**src/cart_defs.svh**
```systemverilog
`ifndef CART_DEFS_SVH
`define CART_DEFS_SVH

// Number of 8 KiB RAM banks fitted on the cartridge.
`define CART_RAM_BANKS 4

// Low nibble that opens RAM for writes.
`define CART_RAM_ENABLE_KEY 4'hA

// Offset width inside one RAM bank.
`define CART_RAM_BANK_OFFSET_W 13
// Offset width inside one ROM bank.
`define CART_ROM_BANK_OFFSET_W 14

// Windows decoded on A15..A13.
// 0x0000-0x1FFF, RAM enable.
`define CART_WIN_RAM_ENABLE 3'b000
// 0x2000-0x3FFF, ROM bank bits 0-4.
`define CART_WIN_ROM_BANK_LO 3'b001
// 0x4000-0x5FFF, ROM bits 5-6 or RAM bank.
`define CART_WIN_BANK_HI 3'b010
// 0x6000-0x7FFF, banking mode.
`define CART_WIN_MODE 3'b011
// 0xA000-0xBFFF, cartridge RAM.
`define CART_WIN_CART_RAM 3'b101

`endif

```
**src/cart_bus_pkg.sv**
```systemverilog
package cart_bus_pkg;

	// CPU side of the cartridge slot.

	// Address as driven by the console CPU.
	typedef logic [15:0] cpu_addr_t;

	// One data byte on the cartridge bus.
	typedef logic [7:0] cpu_data_t;

endpackage

```
**src/bus_cycle_capture.sv**
```systemverilog
`timescale 1ns/1ps

module bus_cycle_capture (
	input  logic                    clk,
	input  logic                    reset,
	input  cart_bus_pkg::cpu_addr_t addr,
	input  cart_bus_pkg::cpu_data_t wdata,
	input  logic                    read,
	input  logic                    write,
	output logic                    acc_valid,
	output logic                    acc_write,
	output cart_bus_pkg::cpu_addr_t acc_addr,
	output cart_bus_pkg::cpu_data_t acc_data
);

	// Waiting for a strobe, or waiting for it to drop.
	typedef enum logic {
		cap_idle,
		cap_held
	} cap_state_t;

	cap_state_t state;
	logic       one_strobe;
	logic       any_strobe;

	// Exactly one of read/write high.
	assign one_strobe = read ^ write;
	assign any_strobe = read | write;

	// Strobe FSM and access pulse.
	always_ff @(posedge clk) begin
		if (reset) begin
			state     <= cap_idle;
			acc_valid <= 1'b0;
		end else begin
			// Pulse lasts one cycle only.
			acc_valid <= 1'b0;
			case (state)
				cap_idle: begin
					// Both strobes high still parks in held, but with no pulse.
					if (any_strobe) begin
						state     <= cap_held;
						acc_valid <= one_strobe;
					end
				end
				cap_held: begin
					// Re-arm once the bus is quiet.
					if (!any_strobe) begin
						state <= cap_idle;
					end
				end
				default: begin
					state <= cap_idle;
				end
			endcase
		end
	end

	// Access fields, latched with the pulse.
	always_ff @(posedge clk) begin
		if (state == cap_idle && one_strobe) begin
			acc_addr  <= addr;
			acc_data  <= wdata;
			acc_write <= write;
		end
	end

	// One pulse per strobe assertion.
	a_single_pulse: assert property (
		@(posedge clk) disable iff (reset)
		acc_valid |=> !acc_valid
	);

endmodule

```
**config.mk**
```make
export PLATFORM = sky130hd
export DESIGN_NAME = bus_cycle_capture
export DESIGN_NICKNAME = d
export VERILOG_FILES = /design/src/cart_defs.svh /design/src/cart_bus_pkg.sv /design/src/bus_cycle_capture.sv
export SDC_FILE = /design/constraint.sdc
export NUM_CORES = 1
export LEC_CHECK = 0
export BUFFER_PORTS_ARGS = -buffer_cell sky130_fd_sc_hd__buf_4
export CAP_MARGIN = 20
export CORE_MARGIN = 2
export CORE_UTILIZATION = 35
export CTS_BUF_LIST = sky130_fd_sc_hd__clkbuf_8
export DETAILED_ROUTE_END_ITERATION = 10
export PLACE_DENSITY = 0.68
export SETUP_SLACK_MARGIN = 0.2
export SYNTH_ARGS = -nofsm -noshare
export SYNTH_HDL_FRONTEND = slang
export SYNTH_SLANG_ARGS = --single-unit
export TNS_END_PERCENT = 50
```
**constraint.sdc**
```tcl
create_clock -name clk -period 1.9 [get_ports clk]
set_input_delay 0.19 -clock clk [delete_from_list [all_inputs] [get_ports clk]]
set_output_delay 0.19 -clock clk [all_outputs]
set_load 0.02 [all_outputs]
```
==> flow_metrics.env <==
export IMPL_status="complete, no violations"
export IMPL_core_area_sq_mm=0.00223
export IMPL_power_density_mw_per_mm2=889
export IMPL_synth_common_cells="edfxtp_1, dfxtp_1, inv_1"
export IMPL_crit_path_max_fanout=16
export IMPL_start_kind="flop"
export IMPL_synth_top_area_share=0.897
export IMPL_worstPathRequired_ns=1.86
export IMPL_synthArstFlopShare=0
export IMPL_rsz0062_at_grt="false"
export IMPL_synthCells=33
export IMPL_slew_viol_final=0
export IMPL_hold_viol_final=0
export IMPL_relSlewSlack=0.865
export IMPL_syn2layout_area_growth_pct=59.0
export IMPL_worst_setup_path_type="flop to flop"
export IMPL_vdd_ir_drop_max_v=0.000603
export IMPL_wl_met3_microns=196
export IMPL_postPlaceCellArea_sq_mm=0.00128
export IMPL_synth_nets=62
export IMPL_clock_root_buffer="clkbuf_8"
export IMPL_die_h_microns=52.9
export IMPL_synth_largest_area_cell="edfxtp_1"
export IMPL_cts_tree="yes"
export IMPL_synth_most_common_cell="edfxtp_1"
export IMPL_ctsLongestPathBuffers=2
export IMPL_grt_pass1_wl_microns=2050
export IMPL_setup_viol=0
export IMPL_cts_max_level=1
export IMPL_nFillCells=189
export IMPL_start_util=0.375
export IMPL_cts_hold_buf=0
export IMPL_ys_seq_elements=27
export IMPL_max_freq_ghz=0.942
export IMPL_final_area_sq_mm=0.00133
export IMPL_tns_ns=0
export IMPL_vias=501
export IMPL_cpPeakStageDelay_ns=0.32
export IMPL_die_x_microns=52.9
export IMPL_crit_buf_inv=1
export IMPL_portBuffers=53
export IMPL_synth_edf_count=25
export IMPL_drt_pass1_iterations=3
export IMPL_drive_gt1_frac=0.652
export IMPL_path_delay_family="flip-flops"
export IMPL_path_cells="and2b_1 > buf_4"
export IMPL_synth_cell_type_count=7
export IMPL_hold_path_class="input pin to flop"
export IMPL_yosysWarnings=0
export IMPL_nets=122
export IMPL_globalplace_congestion=0.668
export IMPL_ios=54
export IMPL_overflow=0
export IMPL_cts_sinks=27
export IMPL_endpoint_kind="flop"
export IMPL_maxCapViolCount=0
export IMPL_grt_max_degree=17
export IMPL_ys_flop_type="edfxtp_1"
export IMPL_met1_length_microns=487
export IMPL_wirelength_microns=1410
export IMPL_r2r_setup_slack_ns=0.84
export IMPL_viasPerCell=4.18
export IMPL_grt_total_usage=0.105
export IMPL_period_share=0.559
export IMPL_n_antenna_cell=0
export IMPL_drtIter0Drc=4
export IMPL_power_leakage_nw=0.572
export IMPL_highest_layer="met3"
export IMPL_route_detailed_wl_per_inst_microns=11.7
export IMPL_synth_area_sq_um=837
export IMPL_critPathSlowestCell="dfxtp_1"
export IMPL_drcViolationCount=0
export IMPL_postCtsSetupRepairBufs=0
export IMPL_insertion_delay_ns=0.26
export IMPL_dr_wl_met2_microns=721
export IMPL_finalCriticalPeriod_ns=1.06
export IMPL_final_antenna_net_count=0
export IMPL_dieArea_sq_mm=0.00280
export IMPL_syn_avg_cell_area_sq_um=25.4
export IMPL_antenna_found_initial=0
export IMPL_cts_inserted_buffers=3
export IMPL_tightestPinTransition_ns=0.203
export IMPL_cts_resized=0
export IMPL_grt_pass1_vias=506
export IMPL_worst_clock_skew_ns=0.00179
export IMPL_row_count=17
export IMPL_netlist_top_cells_area="edfxtp_1, dfxtp_1, nor4b_2, ha_1, and2b_1"
export IMPL_path_clk_slew_ns=0.08
export IMPL_crit_arrival_ns=1.02
export IMPL_seq_area_frac_synth=0.945
power breakdown:
part | switching, mW | internal, mW | leakage, nW
clock | 0.154 | 0.146 | 0.0255
sequential | 0.0108 | 0.698 | 0.254
combinational | 0.0876 | 0.0874 | 0.293
cell type report:
type | instances | area [sq um] | share of cell area
Inverter | 2 | 7.51 | 0.00564
Sequential cell | 27 | 791 | 0.594
Clock inverter | 1 | 5.00 | 0.00376
Clock buffer | 3 | 41.3 | 0.0310
Multi-Input combinational cell | 4 | 38.8 | 0.0291
Tap cell | 28 | 35.0 | 0.0263
Timing Repair Buffer | 55 | 413 | 0.310
path summary, 6_finish.rpt:
check / start / endpoint / cells past startpoint
max: state / acc_addr[13] / 2
min: reset / acc_valid / 2
max reg2reg: state / acc_addr[13] / 2
min reg2reg: state / acc_valid / 1
flip-flops by register name (all words and copies together), names as in the netlist:
register / flops
acc_write: 1
acc_addr: 16
acc_data: 8
acc_valid: 1
state: 1
placed cells by master, fill, tap and decap left out, drive strengths merged:
master and instances:
clkbuf 3, nor4b 1, buf 55, inv 2, edfxtp 25, nor2 1
dfxtp 2, and2b 1, clkinv 1, ha 1
cell families after synthesis:
family	synth area share
AND/OR/NAND/NOR	0.0314
flip-flops	0.945
adder cells (fa/ha/maj)	0.0149
buffers and inverters	0.00897
per-layer routing:
layer,up-vias,global-route usage
li1,243,-
met1,227,0.116
met2,31,0.173
met3,0,0.0537
met4,0,0.0385
met5,-,0
worst reg2reg max path: stages (launching register included):
cell and delay [ns]:
dfxtp_1 0.32, and2b_1 0.20, buf_4 0.23
stage by stage:
stage,setup WS [ns],hold slack (ns),utilization,power [mW],std cells
final,0.838,0.0980,0.596,1.18,120
after global routing,0.779,0.0796,0.596,1.24,120
after CTS,0.827,0.0882,0.596,1.20,120
after detailed placement,0.629,0.368,0.575,0.901,116
after global placement,0.643,0.365,0.575,0.899,116
after floorplan,0.427,0.262,-,0.793,33
Note: power is estimated with default switching activity, not from simulation.
