<file path="src/cart_defs.svh">
`ifndef CART_DEFS_SVH
`define CART_DEFS_SVH

// Number of 8 KiB RAM banks fitted on the cartridge.
`define CART_RAM_BANKS 4

// Low nibble that opens RAM for writes.
`define CART_RAM_ENABLE_KEY 4'hA

// Offset width inside one RAM bank.
`define CART_RAM_BANK_OFFSET_W 13
// Offset width inside one ROM bank.
`define CART_ROM_BANK_OFFSET_W 14

// Windows decoded on A15..A13.
// 0x0000-0x1FFF, RAM enable.
`define CART_WIN_RAM_ENABLE 3'b000
// 0x2000-0x3FFF, ROM bank bits 0-4.
`define CART_WIN_ROM_BANK_LO 3'b001
// 0x4000-0x5FFF, ROM bits 5-6 or RAM bank.
`define CART_WIN_BANK_HI 3'b010
// 0x6000-0x7FFF, banking mode.
`define CART_WIN_MODE 3'b011
// 0xA000-0xBFFF, cartridge RAM.
`define CART_WIN_CART_RAM 3'b101

`endif

</file>
<file path="src/cart_bus_pkg.sv">
package cart_bus_pkg;

	// CPU side of the cartridge slot.

	// Address as driven by the console CPU.
	typedef logic [15:0] cpu_addr_t;

	// One data byte on the cartridge bus.
	typedef logic [7:0] cpu_data_t;

endpackage

</file>
<file path="src/cart_map_pkg.sv">
package cart_map_pkg;

	// Physical side of the bank controller.

	// Bank number in the upper bits, offset below.
	typedef logic [20:0] phys_addr_t;

	// Full 7-bit ROM bank, bits 5-6 shared with RAM bank.
	typedef logic [6:0] rom_bank_t;

	// RAM bank as held by the controller.
	typedef logic [3:0] ram_bank_t;

	// What the 0x4000-0x5FFF register drives.
	typedef enum logic {
		// Upper ROM bank bits.
		mode_rom_banking = 1'b0,
		// RAM bank select.
		mode_ram_banking = 1'b1
	} bank_mode_t;

endpackage

</file>
<file path="src/mbc_mapper.sv">
`timescale 1ns/1ps
`include "cart_defs.svh"

module mbc_mapper (
	input  logic                     clk,
	input  logic                     reset,
	input  logic                     default_mode,
	input  logic                     acc_valid,
	input  logic                     acc_write,
	input  cart_bus_pkg::cpu_addr_t  acc_addr,
	input  cart_bus_pkg::cpu_data_t  acc_data,
	output logic                     sel_rom,
	output logic                     sel_ram,
	output logic                     sel_write,
	output cart_map_pkg::phys_addr_t phys_addr,
	output cart_bus_pkg::cpu_data_t  sel_data
);

	// Bank controller state.
	cart_map_pkg::rom_bank_t  rom_bank;
	cart_map_pkg::ram_bank_t  ram_bank;
	cart_map_pkg::bank_mode_t mode;
	logic                     ram_wr_en;

	// Decode and translation.
	cart_map_pkg::rom_bank_t  rom_bank_eff;
	cart_map_pkg::phys_addr_t xlat_addr;
	logic [2:0]               win;
	logic                     in_rom_space;
	logic                     in_ram_space;

	// Window on A15..A13.
	assign win          = acc_addr[15:13];
	// 0x0000-0x7FFF.
	assign in_rom_space = ~acc_addr[15];
	assign in_ram_space = (win == `CART_WIN_CART_RAM);

	// Banks 0x00, 0x20, 0x40, 0x60 step up by one.
	assign rom_bank_eff = {rom_bank[6:1], rom_bank[0] | ~|rom_bank[4:0]};

	// Address translation.
	always_comb begin
		// Bank 0 and unmapped space pass straight through.
		xlat_addr = {5'b0, acc_addr};
		if (in_rom_space && acc_addr[14]) begin
			// Switchable ROM bank.
			xlat_addr = {rom_bank_eff, acc_addr[`CART_ROM_BANK_OFFSET_W-1:0]};
		end else if (in_ram_space) begin
			// Switchable RAM bank.
			xlat_addr = {4'b0, ram_bank, acc_addr[`CART_RAM_BANK_OFFSET_W-1:0]};
		end
	end

	// Control registers and selects.
	always_ff @(posedge clk) begin
		if (reset) begin
			rom_bank  <= '0;
			ram_bank  <= '0;
			ram_wr_en <= 1'b0;
			mode      <= cart_map_pkg::bank_mode_t'(default_mode);
			sel_rom   <= 1'b0;
			sel_ram   <= 1'b0;
		end else begin
			// ROM side is read only.
			sel_rom <= acc_valid && !acc_write && in_rom_space;
			// RAM writes only while enabled.
			sel_ram <= acc_valid && in_ram_space && (!acc_write || ram_wr_en);

			// Register writes land in ROM space.
			if (acc_valid && acc_write) begin
				case (win)
					`CART_WIN_RAM_ENABLE: begin
						// Any other value closes RAM.
						ram_wr_en <= (acc_data[3:0] == `CART_RAM_ENABLE_KEY);
					end
					`CART_WIN_ROM_BANK_LO: begin
						rom_bank[4:0] <= acc_data[4:0];
					end
					`CART_WIN_BANK_HI: begin
						// Same register, two uses.
						if (mode == cart_map_pkg::mode_rom_banking) begin
							rom_bank[6:5] <= acc_data[1:0];
						end else begin
							ram_bank <= acc_data[3:0];
						end
					end
					`CART_WIN_MODE: begin
						mode <= cart_map_pkg::bank_mode_t'(acc_data[0]);
					end
					default: begin
						// RAM space and unmapped writes change nothing.
					end
				endcase
			end
		end
	end

	// Access payload for the memory stage.
	always_ff @(posedge clk) begin
		if (acc_valid) begin
			sel_write <= acc_write;
			phys_addr <= xlat_addr;
			sel_data  <= acc_data;
		end
	end

	// ROM and RAM selects are exclusive.
	a_sel_onehot: assert property (
		@(posedge clk) disable iff (reset)
		!(sel_rom && sel_ram)
	);

	// RAM write only while the enable register stays set.
	a_ram_wr_gated: assert property (
		@(posedge clk) disable iff (reset)
		(sel_ram && sel_write) |-> ram_wr_en
	);

endmodule
</file>
<file path="config.mk">
export PLATFORM = sky130hd
export DESIGN_NAME = mbc_mapper
export DESIGN_NICKNAME = d
export VERILOG_FILES = /design/src/cart_bus_pkg.sv /design/src/cart_map_pkg.sv /design/src/mbc_mapper.sv
export VERILOG_INCLUDE_DIRS = /design/src /design/src/src
export SDC_FILE = /design/constraint.sdc
export NUM_CORES = 1
export LEC_CHECK = 0
export BUFFER_PORTS_ARGS = -buffer_cell sky130_fd_sc_hd__buf_2
export CAP_MARGIN = 30
export CORE_ASPECT_RATIO = 0.5
export CORE_UTILIZATION = 45
export DETAILED_ROUTE_END_ITERATION = 7
export PLACE_DENSITY = 0.81
export REMOVE_ABC_BUFFERS = 1
export SYNTH_ARGS = -nofsm -noshare
export SYNTH_HDL_FRONTEND = slang
export SYNTH_SLANG_ARGS = --single-unit
</file>
<file path="constraint.sdc">
create_clock -name clk -period 1.9 [get_ports clk]
set_clock_uncertainty 0.2 [all_clocks]
set_input_delay 0.57 -clock clk [delete_from_list [all_inputs] [get_ports clk]]
set_output_delay 0.57 -clock clk [all_outputs]
set_load 0.005 [all_outputs]
</file>
==> impl_metrics.py, run 1 <==
metrics = {
    "worst_setup_path": {
        "r2r_slack_ns": 0.62,
        "critPathBufInv": 1,
        "cp.arrival_ns": 0.80,
        "critical-path-top-delay-family": "flip-flops",
        "cpPeakStageDelay_ns": 0.37,
        "crit_path_end_kind": "primary output",
        "critical_path_class": "reg -> out",
        "path_max_fanout": 1,
        "required_ns": 1.13,
        "critPathLaunchType": "flip-flop",
        "timing.rr.end": "phys_addr[14]",
        "rr_startpoint": "rom_bank[4]",
        "cp_slowest_cell": "edfxtp_1",
        "rr_worst_depth": 3,
        "crit_path_cell_trace": "buf_2",
    },
    "global_route": {
        "antenna_found_initial": 0,
        "grt.total_usage_pct": 15.6,
        "grt_use_met2_pct": 25.4,
        "met1_usage_pct": 19.0,
        "met3_usage_pct": 4.57,
        "grt_pass1_wl_um": 4420,
        "grt_max_degree": 26,
        "first_global_vias": 966,
        "globalRouteOverflowTotal": 0,
        "grt_busiest_layer": "met2",
    },
    "sta": {
        "slew_headroom_pct": 69.7,
        "tightest_slew_ns": 0.449,
        "hold_ws_ns": 0.248,
        "finalSetupViolCount": 0,
        "setup_tns_ns": 0,
        "fmaxAchievable_mhz": 635,
        "post-route-period-util_pct": 82.8,
        "fin_ws_ns": 0.326,
        "maxSlewViolCount": 0,
        "hold_viol": 0,
        "rsz0062_at_grt": "no",
        "period_minus_slack_ns": 1.57,
    },
    "cells_and_area": {
        "fill_cells": 289,
        "fin_area_um2": 2150,
        "final_util_pct": 61.2,
        "final_cell_mix": "60 x buf_2, 31 x edfxtp_1, 18 x nand2b_1",
        "fin_nets": 205,
        "final_common_cell": "buf_2",
        "antenna-diode-count": 0,
        "stdcell_count": 228,
        "drive_gt1_share_pct": 41.8,
        "syn2layout_area_growth_pct": 27.8,
    },
    "route": {
        "drc": 0,
        "drt-wirelength-per-cell_um": 13.2,
        "totalWireLength_um": 3000,
        "first_pass_iters": 4,
        "vias": 1097,
        "detail-route-antenna-nets": 0,
        "drt_iter0_drc": 65,
        "post_drt_via_cell_ratio": 4.81,
    },
    "flow_run": {
        "max_cap_violations": 0,
    },
    "worst_hold_path": {
        "hold_depth": 1,
        "hold_start": "acc_addr[8]",
        "whs_endpoint": "phys_addr[8]",
        "hold_class": "in -> reg",
    },
    "synthesis": {
        "ys_ff_latch": 45,
        "postSynthCellCount": 110,
        "syn_avg_cell_area_um2": 15.3,
        "ys.warnings.count": 0,
        "synth_seq_area_share_pct": 72.0,
        "synth_area_um2": 1680,
        "yosysUniqueCellTypes": 26,
    },
    "clock_network": {
        "cts-root-buf": "clkbuf_8",
        "htree_num_levels": 2,
        "ctsLongestPathBuffers": 2,
        "postCtsResizedCells": 0,
        "cts_tree": "yes",
        "postCtsHoldBufs": 0,
        "postCtsSetupBuffers": 0,
        "clock-sinks": 45,
        "clk_pin_slew_ns": 0.08,
        "clk_latency_ns": 0.29,
        "numCtsBuffers": 5,
    },
    "placement": {
        "place_area_um2": 2040,
        "dpl.hpwl_um": 2220,
        "post-place-cells": 220,
        "dp_slack_ns": 0.0836,
        "finalWeightedCongestion": 0.771,
        "io_buffers": 60,
    },
    "power": {
        "p_seq_share_pct": 57.0,
        "power_density_nw_per_um2": 910,
        "finalPower_mw": 1.96,
        "clockPowerShare_pct": 35.4,
        "internal-power_mw": 1.56,
        "combPwrFrac_pct": 7.6,
        "switching_share_pct": 20.1,
        "peakVddDrop_v": 0.000369,
        "p_sw_uw": 393,
        "power_leakage_nw": 0.916,
    },
    "outcome": {
        "outcome": "finished, final reports clean",
    },
    "floorplanning": {
        "die_h_um": 45.2,
        "ios": 61,
        "core_um2": 3510,
        "fp.dieW_um": 88.5,
        "initial_utilization_pct": 47.9,
        "dieArea_um2": 4000,
        "num_rows": 15,
    },
}
==> synth_stat cells <==
library cell,number,area share [%]
nand3_4,1,1.0
nor2b_1,1,0.37
and2_1,4,1.5
and4b_1,1,0.60
o31ai_1,1,0.45
nand2_1,7,1.6
nor4b_1,2,1.0
nor3_4,1,0.97
inv_1,1,0.22
clkbuf_1,2,0.45
and4b_4,1,0.82
dfxtp_1,14,17
buf_6,1,0.67
nand2b_1,18,6.7
nor2_1,2,0.45
a31o_2,1,0.52
o21ai_0,2,0.60
nand3b_1,1,0.45
and3b_2,1,0.60
edfxtp_1,31,55
a22o_1,1,0.52
nor4_1,2,0.74
a21oi_1,1,0.30
a21o_1,1,0.45
nor3b_1,1,0.45
mux2i_1,11,6.5
==> flip-flops by register name (all words and copies together), names as in the netlist <==
name       count
phys_addr     21
sel_data       8
rom_bank       7
ram_bank       4
mode           1
ram_wr_en      1
sel_ram        1
sel_rom        1
sel_write      1
==> how the worst max path moves through the flow <==
stage	to	startpoint	cells after the start	slack, ns
after floorplan	ram_wr_en	acc_addr[14]	3	0.36
after global placement	ram_wr_en	acc_addr[14]	4	0.15
after detailed placement	ram_wr_en	acc_addr[14]	4	0.08
after CTS	phys_addr[10]	phys_addr[10]	1	0.31
after global routing	phys_addr[15]	phys_addr[15]	1	0.28
final	phys_addr[19]	phys_addr[19]	1	0.33
==> area by class of cell <==
cell class              count  area (um2)  share of cell area (%)
flip-flops and latches     45        1210                    56.3
multi-input cells          61         448                    20.8
repair buffers             62         315                    14.7
clock buffers               6        72.6                    3.38
well taps                  51        63.8                    2.97
clock inverters             2        35.0                    1.63
inverters                   1        3.75                   0.175
==> power by group through the flow <==
stage	clock network [mW]	registers (mW)	logic, mW
floorplan	0	1.15	0.0322
global route	0.733	1.12	0.166
CTS	0.704	1.12	0.149
detailed placement	0	1.14	0.148
global placement	0	1.14	0.144
finish	0.693	1.11	0.148
==> metal layers <==
layer | vias up | routed length [um] | share of wire, %
met1 | 506 | 1220 | 41
li1 | 528 | - | -
met2 | 55 | 1460 | 49
met3 | 8 | 243 | 8.1
met4 | 0 | 80 | 2.7
met5 | - | 0 | 0
==> kinds of logic (layout without fill, tap and decap cells) <==
family	count (synthesis)	after routing	synth area share, %
muxes	11	11	6.55
buffers and inverters	4	71	1.34
DFF	45	45	72.0
AOI/OAI and AO/OA	7	7	2.83
and+or+nand+nor	43	43	17.3
No activity file was read; power rests on OpenSTA's default activity.
==> run 2: changes to the inputs <==
- ABC_AREA: not set -> 1
- PLACE_DENSITY: 0.81 -> 0.8
- clock period: 1.9 -> 1.5 ns (I/O delays scaled with it)
==> run 2 against run 1 <==
Sequential power increased by 27%. Global-route usage is 1.9 points higher. Via count up 20%. Cell count grew 24%. Register-to-register slack lost 0.29 ns. Non-clock buffer count grew 8. Core utilization rose by 2.7 points. Sequential share of layout area down 3.0 points. Combinational power up 65%. Critical path depth unchanged. Synthesized area rose by 2.7%.
==> impl_metrics.py, run 2 <==
metrics = {
    "global_route": {
        "grt_pass1_wl_um": 5130,
        "met1_usage_pct": 20.0,
        "grt.total_usage_pct": 17.5,
        "grt_max_degree": 16,
        "grt_busiest_layer": "met2",
        "globalRouteOverflowTotal": 0,
        "grt_use_met2_pct": 30.6,
        "met3_usage_pct": 4.71,
        "antenna_found_initial": 0,
        "first_global_vias": 1215,
    },
    "worst_hold_path": {
        "hold_class": "in -> reg",
    },
    "cells_and_area": {
        "syn2layout_area_growth_pct": 31.4,
        "largestRegisters": "phys_addr (21), sel_data (8), rom_bank (7)",
        "final_cell_mix": "60 x buf_2, 33 x nor2_1, 31 x edfxtp_1",
        "top_register": "phys_addr",
        "drive_gt1_share_pct": 39.2,
        "fill_cells": 281,
        "fin_nets": 260,
        "final_common_cell": "buf_2",
        "final_util_pct": 64.0,
        "largest_register_ffs": 21,
        "antenna-diode-count": 0,
    },
    "route": {
        "post_drt_via_cell_ratio": 4.64,
        "vias": 1314,
        "first_pass_iters": 4,
        "drc": 0,
        "detail-route-antenna-nets": 0,
        "totalWireLength_um": 3340,
        "drt_iter0_drc": 57,
        "drt-wirelength-per-cell_um": 11.8,
    },
    "floorplanning": {
        "die_h_um": 45.8,
        "core_um2": 3550,
        "num_rows": 15,
        "ios": 61,
        "initial_utilization_pct": 48.7,
        "fp.dieW_um": 89.6,
        "dieArea_um2": 4100,
    },
    "placement": {
        "finalWeightedCongestion": 0.952,
        "io_buffers": 60,
        "dpl.hpwl_um": 2590,
    },
    "synthesis": {
        "yosysMostFrequentCell": "nor2_1",
        "synth-main-ff-cell": "edfxtp_1",
        "yosysUniqueCellTypes": 21,
        "postSynthCellCount": 156,
        "synth_top_area_share_pct": 53.9,
        "synth_edf_count": 31,
        "synth_seq_area_share_pct": 70.1,
        "async_flop_share_pct": 0,
        "ys.warnings.count": 0,
        "ys_ff_latch": 45,
        "yosysTopAreaCell": "edfxtp_1",
        "syn_avg_cell_area_um2": 11.1,
        "ys_top_cells_by_count": "33 x nor2_1, 31 x edfxtp_1, 21 x nand2_1, 18 x inv_1",
        "synthTopCellsByArea": "edfxtp_1 54%, dfxtp_1 16%, nor2_1 7.2%",
        "synth_area_um2": 1730,
    },
    "power": {
        "peakVddDrop_v": 0.000381,
        "power_leakage_nw": 1.01,
        "power_density_nw_per_um2": 1050,
    },
    "sta": {
        "maxSlewViolCount": 0,
        "tightest_slew_ns": 0.251,
        "rsz0062_at_grt": "yes",
        "hold_ws_ns": 0.120,
        "post-route-period-util_pct": 98.3,
        "period_minus_slack_ns": 1.47,
        "hold_viol": 0,
        "finalSetupViolCount": 0,
        "fmaxAchievable_mhz": 678,
        "slew_headroom_pct": 83.2,
    },
    "clock_network": {
        "htree_num_levels": 2,
        "ctsLongestPathBuffers": 2,
        "clock-sinks": 45,
        "clk_pin_slew_ns": 0.08,
        "cts-root-buf": "clkbuf_8",
        "postCtsSetupBuffers": 0,
        "clk_latency_ns": 0.29,
        "postCtsHoldBufs": 0,
        "cts_tree": "yes",
        "postCtsResizedCells": 0,
        "numCtsBuffers": 5,
    },
    "worst_setup_path": {
        "critPathBufInv": 1,
        "cpPeakStageDelay_ns": 0.39,
        "critical-path-top-delay-family": "flip-flops",
        "cp_slowest_cell": "edfxtp_1",
        "cp.arrival_ns": 0.82,
        "path_max_fanout": 1,
        "crit_path_cell_trace": "buf_2",
        "crit_path_end_kind": "primary output",
        "required_ns": 0.85,
        "critical_path_class": "reg -> out",
        "critPathLaunchType": "flip-flop",
    },
    "flow_run": {
        "max_cap_violations": 0,
    },
    "outcome": {
        "outcome": "finished, final reports clean",
    },
}
==> run 2: cell count changes after synthesis, moves of 4 or more <==
cell / before / now
and2_1: 4 / 0
inv_1: 1 / 18
mux2i_1: 11 / 0
nand2_1: 7 / 21
nand2b_1: 18 / 0
nand3_1: 0 / 14
nor2_1: 2 / 33
nor2_2: 0 / 5
==> run 2: path summary, 6_finish.rpt <==
path                 start            end  slack [ns]  cells past startpoint
max          phys_addr[16]  phys_addr[16]        0.03                      1
min           acc_addr[12]  phys_addr[12]        0.12                      1
max reg2reg           mode    ram_bank[0]        0.33                      5
min reg2reg    rom_bank[3]    rom_bank[3]        0.29                      2
==> run 2: final cells by class <==
type                       instances  area [um2]  share of cell area, %
multi-input combinational         89         428                   18.9
inverter                          20        75.1                   3.31
timing repair buffer              70         400                   17.6
sequential                        45        1210                   53.4
clock buffer                       5        68.8                   3.03
clock inverter                     3        22.5                  0.992
tap                               51        63.8                   2.81
==> run 2: report_power, final <==
| group | internal [mW] | switching (mW) |
|---|---|---|
| registers | 1.40 | 0.0163 |
| logic | 0.111 | 0.133 |
| clock network | 0.330 | 0.405 |
| total | 1.84 | 0.554 |
==> run 2: layer usage <==
layer,share of wire [%],up-vias
met5,0,-
met4,2.0,0
met3,8.1,10
met2,47,57
met1,43,588
li1,-,659
==> run 2: stage by stage <==
stage               std cells  setup TNS [ns]  area, um2  total power [mW]  worst slack, ns
floorplan                 154               0       1710              1.52            0.118
global placement          275               0       2180              1.68           0.0101
detailed placement        275               0       2180              1.69          0.00509
CTS                       283               0       2270              2.42           0.0162
global route              283         -0.0104       2270              2.49         -0.00585
finish                    283               0       2270              2.39           0.0259
==> run 2: logic make-up after synthesis <==
kind of cell	share of synthesized area, %
buf+inv	5.07
flops	70.1
simple gates	22.5
compound gates	2.25
